--- config.mk ---
export PLATFORM = sky130hd
export DESIGN_NAME = manycore_mesh_top
export DESIGN_NICKNAME = d
export VERILOG_FILES = /design/src/logic/flit_pkg.sv /design/src/logic/noc_pkg.sv /design/src/logic/hermes_router.sv /design/src/logic/input_buffer.sv /design/src/logic/manycore_mesh_top.sv /design/src/logic/switch_control.sv
export SDC_FILE = /design/constraint.sdc
export NUM_CORES = 2
export LEC_CHECK = 0
export ABC_AREA = 1
export ABC_CLOCK_PERIOD_IN_PS = 11000
export BUFFER_PORTS_ARGS = -buffer_cell sky130_fd_sc_hd__buf_2
export CORE_MARGIN = 1.5
export CORE_UTILIZATION = 25
export CTS_BUF_LIST = sky130_fd_sc_hd__clkbuf_8
export CTS_CLUSTER_SIZE = 24
export DETAILED_ROUTE_END_ITERATION = 10
export PLACE_DENSITY_LB_ADDON = 0.05
export SYNTH_ARGS = -nofsm -noshare
export SYNTH_HDL_FRONTEND = slang
export SYNTH_SLANG_ARGS = --single-unit
--- constraint.sdc ---
create_clock -name clock -period 11 [get_ports clock]
set_input_delay 1.65 -clock clock [delete_from_list [all_inputs] [get_ports clock]]
set_output_delay 1.65 -clock clock [all_outputs]
set_load 0.02 [all_outputs]
--- src/logic/flit_pkg.sv ---
package flit_pkg;

  localparam int FLIT_WIDTH = 32;

  // header flit layout
  // [7:0] payload length, [8] dest x, [12] dest y, [16 +: 8] source node
  localparam int LEN_LSB = 0;
  localparam int LEN_WIDTH = 8;

  localparam int DEST_X_LSB = 8;
  localparam int DEST_Y_LSB = 12;

  // source node index, not looked at by the routers
  localparam int SRC_LSB = 16;

  // switch control walk over one header
  typedef enum logic [1:0] {
    IDLE    = 2'd0,
    ROUTE   = 2'd1,
    GRANT   = 2'd2,
    FORWARD = 2'd3
  } switch_state_e;

endpackage : flit_pkg

--- src/logic/noc_pkg.sv ---
package noc_pkg;

  // mesh size in routers
  localparam int NOC_DIM_X = 2;
  localparam int NOC_DIM_Y = 2;

  // node index is x + y * NOC_DIM_X
  localparam int NODE_COUNT = NOC_DIM_X * NOC_DIM_Y;

  // bits per header coordinate
  localparam int COORD_WIDTH = 1;

  // flits held by each router input fifo
  localparam int BUFFER_DEPTH = 4;

  // four neighbours plus the local pe
  localparam int PORT_COUNT = 5;

  // port numbering, shared by router, switch and mesh wiring
  typedef enum logic [2:0] {
    EAST  = 3'd0,
    WEST  = 3'd1,
    NORTH = 3'd2,
    SOUTH = 3'd3,
    LOCAL = 3'd4
  } router_port_e;

endpackage : noc_pkg

--- src/logic/hermes_router.sv ---
`timescale 1ns/100ps

module hermes_router (
  input  logic                                                     clock,
  input  logic                                                     rst_n_i,
  input  logic [noc_pkg::COORD_WIDTH-1:0]                          my_x_i,
  input  logic [noc_pkg::COORD_WIDTH-1:0]                          my_y_i,
  input  logic [noc_pkg::PORT_COUNT-1:0]                           rx_i,
  input  logic [noc_pkg::PORT_COUNT-1:0][flit_pkg::FLIT_WIDTH-1:0] data_i,
  input  logic [noc_pkg::PORT_COUNT-1:0]                           credit_i,
  output logic [noc_pkg::PORT_COUNT-1:0]                           credit_o,
  output logic [noc_pkg::PORT_COUNT-1:0]                           tx_o,
  output logic [noc_pkg::PORT_COUNT-1:0][flit_pkg::FLIT_WIDTH-1:0] data_o
);

  logic [noc_pkg::PORT_COUNT-1:0][flit_pkg::FLIT_WIDTH-1:0] head;
  logic [noc_pkg::PORT_COUNT-1:0]                           empty;
  logic [noc_pkg::PORT_COUNT-1:0]                           read;
  noc_pkg::router_port_e [noc_pkg::PORT_COUNT-1:0]          select;

  // one fifo per input port
  genvar p;
  generate
    for (p = 0; p < noc_pkg::PORT_COUNT; p++) begin : in_port
      input_buffer input_buffer_inst (
        .clock    (clock),
        .rst_n_i  (rst_n_i),
        .rx_i     (rx_i[p]),
        .data_i   (data_i[p]),
        .read_i   (read[p]),
        .credit_o (credit_o[p]),
        .head_o   (head[p]),
        .empty_o  (empty[p])
      );
    end
  endgenerate

  switch_control switch_control_inst (
    .clock    (clock),
    .rst_n_i  (rst_n_i),
    .my_x_i   (my_x_i),
    .my_y_i   (my_y_i),
    .head_i   (head),
    .empty_i  (empty),
    .credit_i (credit_i),
    .read_o   (read),
    .tx_o     (tx_o),
    .select_o (select)
  );

  // crossbar
  // data is only meaningful while tx is high
  always_comb begin
    for (int o = 0; o < noc_pkg::PORT_COUNT; o++) begin
      data_o[o] = head[select[o]];
    end
  end

endmodule : hermes_router

--- src/logic/input_buffer.sv ---
`timescale 1ns/100ps

module input_buffer (
  input  logic                            clock,
  input  logic                            rst_n_i,
  input  logic                            rx_i,
  input  logic [flit_pkg::FLIT_WIDTH-1:0] data_i,
  input  logic                            read_i,
  output logic                            credit_o,
  output logic [flit_pkg::FLIT_WIDTH-1:0] head_o,
  output logic                            empty_o
);

  logic [flit_pkg::FLIT_WIDTH-1:0] mem [noc_pkg::BUFFER_DEPTH];

  logic [$clog2(noc_pkg::BUFFER_DEPTH)-1:0] wr_ptr_q;
  logic [$clog2(noc_pkg::BUFFER_DEPTH)-1:0] rd_ptr_q;
  logic [$clog2(noc_pkg::BUFFER_DEPTH):0]   count_q;
  logic                                     wr_en;
  logic                                     rd_en;

  // credit stays high while a slot is free
  assign credit_o = (count_q != noc_pkg::BUFFER_DEPTH);
  assign empty_o  = (count_q == '0);
  assign head_o   = mem[rd_ptr_q];

  assign wr_en = rx_i && credit_o;
  assign rd_en = read_i && !empty_o;

  // flit storage
  always_ff @(posedge clock) begin
    if (wr_en) begin
      mem[wr_ptr_q] <= data_i;
    end
  end

  always_ff @(posedge clock) begin
    if (!rst_n_i) begin
      wr_ptr_q <= '0;
      rd_ptr_q <= '0;
      count_q  <= '0;
    end else begin
      if (wr_en) begin
        wr_ptr_q <= (wr_ptr_q == noc_pkg::BUFFER_DEPTH - 1) ? '0 : wr_ptr_q + 1'b1;
      end
      if (rd_en) begin
        rd_ptr_q <= (rd_ptr_q == noc_pkg::BUFFER_DEPTH - 1) ? '0 : rd_ptr_q + 1'b1;
      end
      // fill level, unchanged on push and pop together
      case ({wr_en, rd_en})
        2'b10:   count_q <= count_q + 1'b1;
        2'b01:   count_q <= count_q - 1'b1;
        default: count_q <= count_q;
      endcase
    end
  end

endmodule : input_buffer

--- src/logic/manycore_mesh_top.sv ---
`timescale 1ns/100ps

module manycore_mesh_top (
  input  logic                                                     clock,
  input  logic                                                     rst_n_i,
  input  logic [noc_pkg::NODE_COUNT-1:0]                           in_tx_i,
  input  logic [noc_pkg::NODE_COUNT-1:0][flit_pkg::FLIT_WIDTH-1:0] in_data_i,
  input  logic [noc_pkg::NODE_COUNT-1:0]                           out_credit_i,
  output logic [noc_pkg::NODE_COUNT-1:0]                           in_credit_o,
  output logic [noc_pkg::NODE_COUNT-1:0]                           out_tx_o,
  output logic [noc_pkg::NODE_COUNT-1:0][flit_pkg::FLIT_WIDTH-1:0] out_data_o
);

  // router side wires, indexed [x][y][port]
  wire [noc_pkg::NOC_DIM_X-1:0][noc_pkg::NOC_DIM_Y-1:0][noc_pkg::PORT_COUNT-1:0] rx;
  wire [noc_pkg::NOC_DIM_X-1:0][noc_pkg::NOC_DIM_Y-1:0][noc_pkg::PORT_COUNT-1:0] tx;
  wire [noc_pkg::NOC_DIM_X-1:0][noc_pkg::NOC_DIM_Y-1:0][noc_pkg::PORT_COUNT-1:0] credit_in;
  wire [noc_pkg::NOC_DIM_X-1:0][noc_pkg::NOC_DIM_Y-1:0][noc_pkg::PORT_COUNT-1:0] credit_out;
  wire [noc_pkg::NOC_DIM_X-1:0][noc_pkg::NOC_DIM_Y-1:0][noc_pkg::PORT_COUNT-1:0]
       [flit_pkg::FLIT_WIDTH-1:0] data_in;
  wire [noc_pkg::NOC_DIM_X-1:0][noc_pkg::NOC_DIM_Y-1:0][noc_pkg::PORT_COUNT-1:0]
       [flit_pkg::FLIT_WIDTH-1:0] data_out;

  genvar x, y;
  generate
    for (x = 0; x < noc_pkg::NOC_DIM_X; x++) begin : router_x
      for (y = 0; y < noc_pkg::NOC_DIM_Y; y++) begin : router_y

        hermes_router hermes_router_inst (
          .clock    (clock),
          .rst_n_i  (rst_n_i),
          .my_x_i   ((noc_pkg::COORD_WIDTH)'(x)),
          .my_y_i   ((noc_pkg::COORD_WIDTH)'(y)),
          .rx_i     (rx[x][y]),
          .data_i   (data_in[x][y]),
          .credit_i (credit_in[x][y]),
          .credit_o (credit_out[x][y]),
          .tx_o     (tx[x][y]),
          .data_o   (data_out[x][y])
        );

        // local port straight to the top level pe side
        assign rx[x][y][noc_pkg::LOCAL]        = in_tx_i[x + y * noc_pkg::NOC_DIM_X];
        assign data_in[x][y][noc_pkg::LOCAL]   = in_data_i[x + y * noc_pkg::NOC_DIM_X];
        assign credit_in[x][y][noc_pkg::LOCAL] = out_credit_i[x + y * noc_pkg::NOC_DIM_X];
        assign in_credit_o[x + y * noc_pkg::NOC_DIM_X] = credit_out[x][y][noc_pkg::LOCAL];
        assign out_tx_o[x + y * noc_pkg::NOC_DIM_X]    = tx[x][y][noc_pkg::LOCAL];
        assign out_data_o[x + y * noc_pkg::NOC_DIM_X]  = data_out[x][y][noc_pkg::LOCAL];

        // west side, grounded on the border
        if (x == 0) begin : west_border
          assign rx[x][y][noc_pkg::WEST]        = 1'b0;
          assign data_in[x][y][noc_pkg::WEST]   = '0;
          assign credit_in[x][y][noc_pkg::WEST] = 1'b0;
        end else begin : west_link
          assign rx[x][y][noc_pkg::WEST]        = tx[x-1][y][noc_pkg::EAST];
          assign data_in[x][y][noc_pkg::WEST]   = data_out[x-1][y][noc_pkg::EAST];
          assign credit_in[x][y][noc_pkg::WEST] = credit_out[x-1][y][noc_pkg::EAST];
        end

        if (x == noc_pkg::NOC_DIM_X - 1) begin : east_border
          assign rx[x][y][noc_pkg::EAST]        = 1'b0;
          assign data_in[x][y][noc_pkg::EAST]   = '0;
          assign credit_in[x][y][noc_pkg::EAST] = 1'b0;
        end else begin : east_link
          assign rx[x][y][noc_pkg::EAST]        = tx[x+1][y][noc_pkg::WEST];
          assign data_in[x][y][noc_pkg::EAST]   = data_out[x+1][y][noc_pkg::WEST];
          assign credit_in[x][y][noc_pkg::EAST] = credit_out[x+1][y][noc_pkg::WEST];
        end

        // south is the row below
        if (y == 0) begin : south_border
          assign rx[x][y][noc_pkg::SOUTH]        = 1'b0;
          assign data_in[x][y][noc_pkg::SOUTH]   = '0;
          assign credit_in[x][y][noc_pkg::SOUTH] = 1'b0;
        end else begin : south_link
          assign rx[x][y][noc_pkg::SOUTH]        = tx[x][y-1][noc_pkg::NORTH];
          assign data_in[x][y][noc_pkg::SOUTH]   = data_out[x][y-1][noc_pkg::NORTH];
          assign credit_in[x][y][noc_pkg::SOUTH] = credit_out[x][y-1][noc_pkg::NORTH];
        end

        if (y == noc_pkg::NOC_DIM_Y - 1) begin : north_border
          assign rx[x][y][noc_pkg::NORTH]        = 1'b0;
          assign data_in[x][y][noc_pkg::NORTH]   = '0;
          assign credit_in[x][y][noc_pkg::NORTH] = 1'b0;
        end else begin : north_link
          assign rx[x][y][noc_pkg::NORTH]        = tx[x][y+1][noc_pkg::SOUTH];
          assign data_in[x][y][noc_pkg::NORTH]   = data_out[x][y+1][noc_pkg::SOUTH];
          assign credit_in[x][y][noc_pkg::NORTH] = credit_out[x][y+1][noc_pkg::SOUTH];
        end

      end
    end
  endgenerate

endmodule : manycore_mesh_top

--- src/logic/switch_control.sv ---
`timescale 1ns/100ps

module switch_control (
  input  logic                                                     clock,
  input  logic                                                     rst_n_i,
  input  logic [noc_pkg::COORD_WIDTH-1:0]                          my_x_i,
  input  logic [noc_pkg::COORD_WIDTH-1:0]                          my_y_i,
  input  logic [noc_pkg::PORT_COUNT-1:0][flit_pkg::FLIT_WIDTH-1:0] head_i,
  input  logic [noc_pkg::PORT_COUNT-1:0]                           empty_i,
  input  logic [noc_pkg::PORT_COUNT-1:0]                           credit_i,
  output logic [noc_pkg::PORT_COUNT-1:0]                           read_o,
  output logic [noc_pkg::PORT_COUNT-1:0]                           tx_o,
  output noc_pkg::router_port_e [noc_pkg::PORT_COUNT-1:0]          select_o
);

  flit_pkg::switch_state_e state_q;

  noc_pkg::router_port_e sel_q;
  noc_pkg::router_port_e last_q;
  noc_pkg::router_port_e route_q;
  noc_pkg::router_port_e next_sel;
  noc_pkg::router_port_e xy_port;
  logic                  found;

  logic [noc_pkg::COORD_WIDTH-1:0] dest_x;
  logic [noc_pkg::COORD_WIDTH-1:0] dest_y;

  // per output connection state
  logic [noc_pkg::PORT_COUNT-1:0]                  out_busy_q;
  noc_pkg::router_port_e [noc_pkg::PORT_COUNT-1:0] owner_q;
  logic [flit_pkg::LEN_WIDTH:0]                    count_q [noc_pkg::PORT_COUNT];
  logic [noc_pkg::PORT_COUNT-1:0]                  in_busy;

  assign select_o = owner_q;

  // inputs already connected to some output
  always_comb begin
    in_busy = '0;
    for (int o = 0; o < noc_pkg::PORT_COUNT; o++) begin
      if (out_busy_q[o]) begin
        in_busy[owner_q[o]] = 1'b1;
      end
    end
  end

  // round robin, starting after the last input looked at
  always_comb begin : rr_scan
    int idx;
    idx      = 0;
    found    = 1'b0;
    next_sel = last_q;
    for (int k = 1; k <= noc_pkg::PORT_COUNT; k++) begin
      idx = (int'(last_q) + k) % noc_pkg::PORT_COUNT;
      if (!found && !empty_i[idx] && !in_busy[idx]) begin
        found    = 1'b1;
        next_sel = noc_pkg::router_port_e'(idx);
      end
    end
  end

  // xy routing, x first
  assign dest_x = head_i[sel_q][flit_pkg::DEST_X_LSB +: noc_pkg::COORD_WIDTH];
  assign dest_y = head_i[sel_q][flit_pkg::DEST_Y_LSB +: noc_pkg::COORD_WIDTH];

  always_comb begin
    if (dest_x > my_x_i) begin
      xy_port = noc_pkg::EAST;
    end else if (dest_x < my_x_i) begin
      xy_port = noc_pkg::WEST;
    end else if (dest_y > my_y_i) begin
      xy_port = noc_pkg::NORTH;
    end else if (dest_y < my_y_i) begin
      xy_port = noc_pkg::SOUTH;
    end else begin
      xy_port = noc_pkg::LOCAL;
    end
  end

  // one flit per live connection while downstream has room
  always_comb begin
    read_o = '0;
    for (int o = 0; o < noc_pkg::PORT_COUNT; o++) begin
      tx_o[o] = out_busy_q[o] && !empty_i[owner_q[o]] && credit_i[o];
      if (tx_o[o]) begin
        read_o[owner_q[o]] = 1'b1;
      end
    end
  end

  always_ff @(posedge clock) begin
    if (!rst_n_i) begin
      state_q <= flit_pkg::IDLE;
      sel_q   <= noc_pkg::LOCAL;
      last_q  <= noc_pkg::LOCAL;
      route_q <= noc_pkg::LOCAL;
    end else begin
      case (state_q)
        flit_pkg::IDLE: begin
          if (found) begin
            sel_q   <= next_sel;
            state_q <= flit_pkg::ROUTE;
          end
        end
        flit_pkg::ROUTE: begin
          route_q <= xy_port;
          state_q <= flit_pkg::GRANT;
        end
        flit_pkg::GRANT: begin
          if (out_busy_q[route_q]) begin
            // output taken, retry later and let the others in first
            last_q  <= sel_q;
            state_q <= flit_pkg::IDLE;
          end else begin
            state_q <= flit_pkg::FORWARD;
          end
        end
        default: begin
          // connection is live, next scan starts after the served input
          last_q  <= sel_q;
          state_q <= flit_pkg::IDLE;
        end
      endcase
    end
  end

  always_ff @(posedge clock) begin
    if (!rst_n_i) begin
      out_busy_q <= '0;
      for (int o = 0; o < noc_pkg::PORT_COUNT; o++) begin
        owner_q[o] <= noc_pkg::LOCAL;
        count_q[o] <= '0;
      end
    end else begin
      for (int o = 0; o < noc_pkg::PORT_COUNT; o++) begin
        if (tx_o[o]) begin
          count_q[o] <= count_q[o] - 1'b1;
          if (count_q[o] == 1) begin
            out_busy_q[o] <= 1'b0;
          end
        end
      end
      // header plus payload flits
      if (state_q == flit_pkg::GRANT && !out_busy_q[route_q]) begin
        out_busy_q[route_q] <= 1'b1;
        owner_q[route_q]    <= sel_q;
        count_q[route_q]    <= {1'b0, head_i[sel_q][flit_pkg::LEN_LSB +: flit_pkg::LEN_WIDTH]}
                               + 1'b1;
      end
    end
  end

endmodule : switch_control

## Word-level counts from Yosys, hierarchy flattened

Memories as Yosys holds them, arrays and structs flattened. A register that Yosys moved wholly into a read port is not among the register bits.
Cells that the tools add are included.

| cells by class | value |
|---|---|
| divide/modulo/power cells | 20 |
| eq/ne operators | 88 |
| $lt $le $gt $ge | 88 |
| reductions and logical operators | 264 |
| muxes and demuxes | 557 |
| bitwise operators | 44 |
| add/subtract/negate cells | 92 |

Operators by type and width:

| kind | count |
|---|---|
| $bmux W32 S3 | 16 |
| $lt A32 B5 Y1 const B | 20 |
| $mod A32 B4 Y32 const B | 20 |
| $mux W32 | 12 |
| $mux W1 | 261 |
| $mux W5 | 36 |
| $bmux W1 S3 | 56 |
| $mux W3 | 48 |
| $mux W9 | 16 |
| $or A5 B5 Y5 | 28 |
| $logic_and A1 B1 Y1 | 120 |
| $lt A3 B4 Y1 const B | 28 |
| $mux W2 | 56 |
| $eq A9 B1 Y1 const B | 12 |
| $sub A9 B1 Y9 const B | 12 |
| $pmux W3 S2 | 16 |
| $logic_not A1 Y1 | 92 |
| $eq A2 B2 Y1 const B | 40 |
| $demux W1 S3 | 24 |
| $ge A3 B1 Y1 const B | 24 |
| $bwmux W15 | 4 |
| $logic_not A3 Y1 | 20 |
| $sub A3 B1 Y3 const B | 20 |
| $mux W13 | 4 |
| other kinds (20) | 168 |

| storage, ports and cells | value |
|---|---|
| output and inout port bits | 136 |
| memories | 16 |
| input bits | 138 |
| register bits after elaboration | 232 |
| logic and storage cells | 1253 |
| memory bits (writable) | 1716 |

Memories:

| name | depth | bits a word | rd ports | clocked after Yosys merged registers in | write ports | RTL line | source |
|---|---|---|---|---|---|---|---|
| router_x[0].router_y[0].hermes_router_inst.in_port[0].input_buffer_inst.mem | 4 | 32 | 1 | 1 | 1 | input_buffer.sv:14 | `logic [flit_pkg::FLIT_WIDTH-1:0] mem [noc_pkg::BUFFER_DEPTH];` |
| router_x[0].router_y[0].hermes_router_inst.in_port[2].input_buffer_inst.mem | 4 | 32 | 1 | 1 | 1 | input_buffer.sv:14 |  |
| router_x[0].router_y[0].hermes_router_inst.in_port[4].input_buffer_inst.mem | 4 | 32 | 1 | 1 | 1 | input_buffer.sv:14 |  |
| router_x[0].router_y[1].hermes_router_inst.in_port[0].input_buffer_inst.mem | 4 | 32 | 1 | 1 | 1 | input_buffer.sv:14 |  |
| router_x[0].router_y[1].hermes_router_inst.in_port[3].input_buffer_inst.mem | 4 | 32 | 1 | 1 | 1 | input_buffer.sv:14 |  |
| router_x[0].router_y[1].hermes_router_inst.in_port[4].input_buffer_inst.mem | 4 | 32 | 1 | 1 | 1 | input_buffer.sv:14 |  |
| 10 more memories | -- | -- | -- | -- | -- | -- |  |

## Depth between registers and ports, before layout

| depth | value |
|---|---|
| word-level depth | 37 |
| gate-level depth with buffers | 32 |
| mapped depth without buffers | 31 |

## By module

Synthesis repeated with hierarchy kept, for this count alone.

| unflattened totals | value |
|---|---|
| cell total of the unflattened synthesis | 17938 |
| area, all modules | 161192.1 µm² |

Modules (own cells, without submodules):

| module | sequential area each (µm²) | area each (µm²) | times used | cells an instance |
|---|---|---|---|---|
| input_buffer at router_x[0].router_y[0].hermes_router_inst.in_port[0].input_buffer_inst ... | 4023.9 | 5271.3 | 19 | 379 |
| hermes_router | 0.0 | 6988.0 | 4 | 1590 |
| switch_control at router_x[1].router_y[0].hermes_router_inst.switch_control_inst | 1971.9 | 7055.5 | 1 | 992 |
| switch_control at router_x[1].router_y[1].hermes_router_inst.switch_control_inst | 1971.9 | 6954.2 | 1 | 1013 |
| switch_control at router_x[0].router_y[0].hermes_router_inst.switch_control_inst | 1971.9 | 6900.4 | 1 | 993 |
| switch_control at router_x[0].router_y[1].hermes_router_inst.switch_control_inst | 1971.9 | 6895.4 | 1 | 999 |
| input_buffer at router_x[0].router_y[1].hermes_router_inst.in_port[1].input_buffer_inst | 4023.9 | 5272.6 | 1 | 378 |
| manycore_mesh_top | 0.0 | 7.5 | 1 | 2 |

## Worst setup path before layout

OpenSTA, ideal clock, no wires.

| timing path | value |
|---|---|
| path kind | reg-to-reg |
| from | register router_x[0].router_y[0].hermes_router_inst.switch_control_inst.last_q[0] |
| to | register router_x[0].router_y[0].hermes_router_inst.switch_control_inst.sel_q[1] |
| setup time | 118 ps |
| period minus slack after synthesis | 4306 ps |
| stages on the path, launching flop included | 28 |
| arrival | 4188 ps |
| setup slack | 6694 ps |
| path buffers | 2 |
| required time | 10882 ps |
| cell sequence | dfxtp_1 -> buf_4 -> clkinv_1 -> ha_1 -> clkbuf_1 -> inv_1 -> ha_1 -> nor2_1 -> nand2_2 -> nand2_1 -> xor2_1 -> ha_1 -> inv_1 -> or2_2 -> nand3_2 -> nand2_1 -> nand2_1 -> nand2_1 -> inv_1 -> nand3_1 -> nand2_1 -> nand2_1 -> nand2_1 -> o211ai_1 -> o21ai_2 -> nand2_1 -> nand2_1 -> a21oi_1 |

| between the ends | value |
|---|---|
| longest elaborated chain between the ends | 25 |
| elaborated cells between the ends (all ways) | 74 |
| classes of those cells | add/sub (5); div (5); mux (40); reduce/logical (24) |

RTL lines:

| element | RTL line | source |
|---|---|---|
| start: declaration | switch_control.sv:19 | `noc_pkg::router_port_e last_q;` |
| start signal: assignment | switch_control.sv:94 | `last_q <= noc_pkg::LOCAL;` |
| start signal: assignment | switch_control.sv:111 | `last_q <= sel_q;` |
| start signal: assignment | switch_control.sv:119 | `last_q <= sel_q;` |
| $add A3 B1 Y4 | switch_control.sv:53 | `idx = (int'(last_q) + k) % noc_pkg::PORT_COUNT;` |
| $mod A32 B4 Y32 | switch_control.sv:53 |  |
| $bmux W1 S3 | switch_control.sv:54 | `if (!found && !empty_i[idx] && !in_busy[idx]) begin` |
| $mux W1 (not written as such) (2 in a row) | switch_control.sv:54 |  |
| $logic_not A1 Y1 | switch_control.sv:54 |  |
| $logic_and A1 B1 Y1 | switch_control.sv:54 |  |
| $mux W1 | switch_control.sv:54 |  |
| $logic_not A1 Y1 | switch_control.sv:54 |  |
| (+6 left out) | -- |  |
| $mux W1 | switch_control.sv:54 |  |
| $logic_not A1 Y1 | switch_control.sv:54 |  |
| $logic_and A1 B1 Y1 (2 in a row) | switch_control.sv:54 |  |
| $mux W1 | switch_control.sv:54 |  |
| $logic_not A1 Y1 | switch_control.sv:54 |  |
| $logic_and A1 B1 Y1 (2 in a row) | switch_control.sv:54 |  |
| $mux W1 | switch_control.sv:54 |  |
| $reduce_and A2 Y1 (no line) | -- |  |
| end signal: assignment | switch_control.sv:93 | `sel_q <= noc_pkg::LOCAL;` |
| end signal: assignment | switch_control.sv:100 | `sel_q <= next_sel;` |
| end: declaration | switch_control.sv:18 | `noc_pkg::router_port_e sel_q;` |

Parallel ways exist; a longest one is shown, timed or not. The select of a mux whose other input is x is not followed.
A chain may end at the register's enable or synchronous reset.

==> results.md <==
- Status: finished clean
- DRT iter0 DRCs: 5,458
- CP bufs+invs: 4
- First-pass GRT wire length: 501 mm
- Post-synth ARST share: 0%
- Hold-fix buffers, CTS: 0
- Library cells used by synthesis: 66
- Syn Nets: 9,358
- Crit path launch type: flop
- Post-Syn Area: 89,000 µm²
- Crit path capture type: output pin
- Core Region: 353,000 µm²
- Pwr Density: 216 nW/µm²
- Syn-to-layout area delta: 15.6%
- Worst VDD drop: 98.8 µV
- Crit Path Class: reg -> out
- Layout cells sized above 1: 10.5%
- Worst Tran Pin Value: 1.30 ns
- Min Tclk post-route: 6.08 ns
- Die Ht: 600 µm
- Routed len/inst: 24.8 µm
- Final hold violation count: 0
- Top post-synthesis cells by count: 2,066 x nand2_1, 1,644 x edfxtp_1, 893 x nor2_1
- Clk Latency, worst-skew pair: about 1.1 ns
- Clock slew at reported path FFs: 0.06 ns
- Yosys top cell by area: edfxtp_1
- Rel. slew slack: about an eighth
- CTS tree: built
- Initial antenna violation count: 43
- Top FF cell, synth: edfxtp_1
- Final ANT Viol Nets: 0
- Placed Cells: 13,700
- Total grt overflow: 0
- Post-layout nets: 9,747
- Number of port buffers: 273
- Critical Path End: out_data_o[112]
- Setup TNS Final: 0 ns
- Largest net degree at the start of global routing: 68
- Die Area: 360,000 µm²
- Chip Width: between 500 and 600 µm
- Clk buf depth: 4
- Via count: 68,600
- Most numerous cell in the Yosys netlist: nand2_1
- Gr usage total: 19.3%
- Std-Cell Rows: between 200 and 250
- Starting Density: 25.2%
- Max Fclk: around 0.16 GHz
- Max Cap Viol: 0
- Leak: around 38 nW
- Critical Path Most Common Cell: buf_4
- CTS buffer count: 356
- Clk sinks: 1,890
- Slew Viols, Final: 0
- Resized Gates After CTS: 0
- Area share of the largest cell type after synthesis: 55.5%
- Post-layout util: about 29%
- Final wirelength: 357 mm
- Pre-antenna DRT Iters: 6
- Layout Cells excl Fill: 14,400
- Number of global-route vias before repair: 65,800
- Crit share post-route: between 50 and 60%
- Cells after synthesis: 8,982
- Setup Skew: 0.0631 ns
- Yosys reg bits: 1,890
- Area contributors post-synth: edfxtp_1 55%, nand2_1 8.7%, dfxtp_1 5.5%
- Vias per cell: 4.76
- CP delay by family, top: buffers and inverters
- Final Power: 0.0223 W
- GP Congestion: 0.792
- Hold crit path type: reg -> reg
- Syn Area/Cell: ~10 µm²
- Hpwl dp: 250 mm
- Worst path slowest cell: clkinv_1
- Post-synth EDFFs: around 1,600
- Yosys warnings: 0
- Sequential element share of the synthesized area: 61.0%
- Post-CTS Setup Bufs: 0
- CP peak stage delay: 0.75 ns
- Critical Path Fanout Max: 65
- Pre-CTS setup slack: 5.46 ns
- Remaining DRCs: 0
- Data arrival, critical path: 4.43 ns
- CP Cell Sequence: buf_4 > clkinv_1 > buf_4 > o21ai_0 > o22ai_1 > nand2_1 > nand3_1 > buf_2
- Setup WS post-layout: 4.92 ns
- Critical path depth in cells: 8
- Clk root buf: clkbuf_8
- R2R Setup Slk: 5.48 ns
- Unrepaired setup endpoints after global routing: no
- Critical Path RT: just over 9 ns
- H-tree depth: 5
- R2R cell count: 25
- Final setup fails: 0
- # IOs: between 200 and 300
cells in the final DEF, fill, tap and decap left out, types with 61 or more instances in the layout:
master,netlist,routed
o211ai_1,61,61
nor2_1,893,839
clkinv_1,26,96
buf_2,10,272
buf_4,5,156
o221ai_1,101,100
dfxtp_1,246,233
inv_1,641,764
a21oi_1,244,244
clkbuf_8,0,373
nand3_1,677,677
nand2_1,2066,2066
o21ai_0,854,854
edfxtp_1,1644,1644
xor2_1,88,88
o22ai_1,418,418
ha_1,225,225
stage by stage:
step                      cell area (µm²)  hold slack [ns]
after floorplan                     89000            0.420
after global placement              96400            0.433
after detailed placement            96400            0.444
after CTS                          103000            0.455
after global routing               103000            0.470
final                              103000            0.449
how the worst min path moves through the flow:
stage               startpoint  endpoint  cells past startpoint
global placement          flop      flop                      2
CTS                       flop      flop                      2
detailed placement        flop      flop                      2
finish                    flop      flop                      2
global route              flop      flop                      1
floorplan                 flop      flop                      2
power breakdown:
part | switching, W | internal, W | total, W
clock network | 0.00318 | 0.00333 | 0.00651
logic | 0.00524 | 0.00189 | 0.00713
registers | 0.000199 | 0.00842 | 0.00862
layer usage:
| metal | global-route usage, % | wire [µm] | share of wire (%) |
|---|---|---|---|
| met1 | 24.7 | 153000 | 43 |
| met2 | 34.1 | 180000 | 50 |
| met3 | 2.51 | 15700 | 4.4 |
| met4 | 5.12 | 8600 | 2.4 |
| met5 | 0 | 130 | 0.036 |
layout make-up:
cell class                      count  area [µm²]
Multi-Input combinational cell   6011       31000
Fill cell                       37000      251000
Tap cell                         4730        5920
Clock buffer                      373        5130
Antenna cell                       17        42.5
Sequential cell                  1890       54300
Timing Repair Buffer              430        2560
Clock inverter                    271        1410
Inverter                          682        2560
logic make-up after synthesis:
kind of cell / after synthesis / share of synthesized area, %
AND/OR/NAND/NOR: 3815 / 17.6
flip-flops: 1890 / 61.0
AO/OA/AOI/OAI: 1828 / 12.1
buffers and inverters: 1081 / 4.61
adder cells (fa/ha/maj): 238 / 3.45
XOR/XNOR: 130 / 1.31
worst min-delay path: stages, from the launching register on:
cell	delay (ns)
dfxtp_1	0.32
nand2_1	0.06
inv_1	0.03
(Power assumes the default switching activity.)
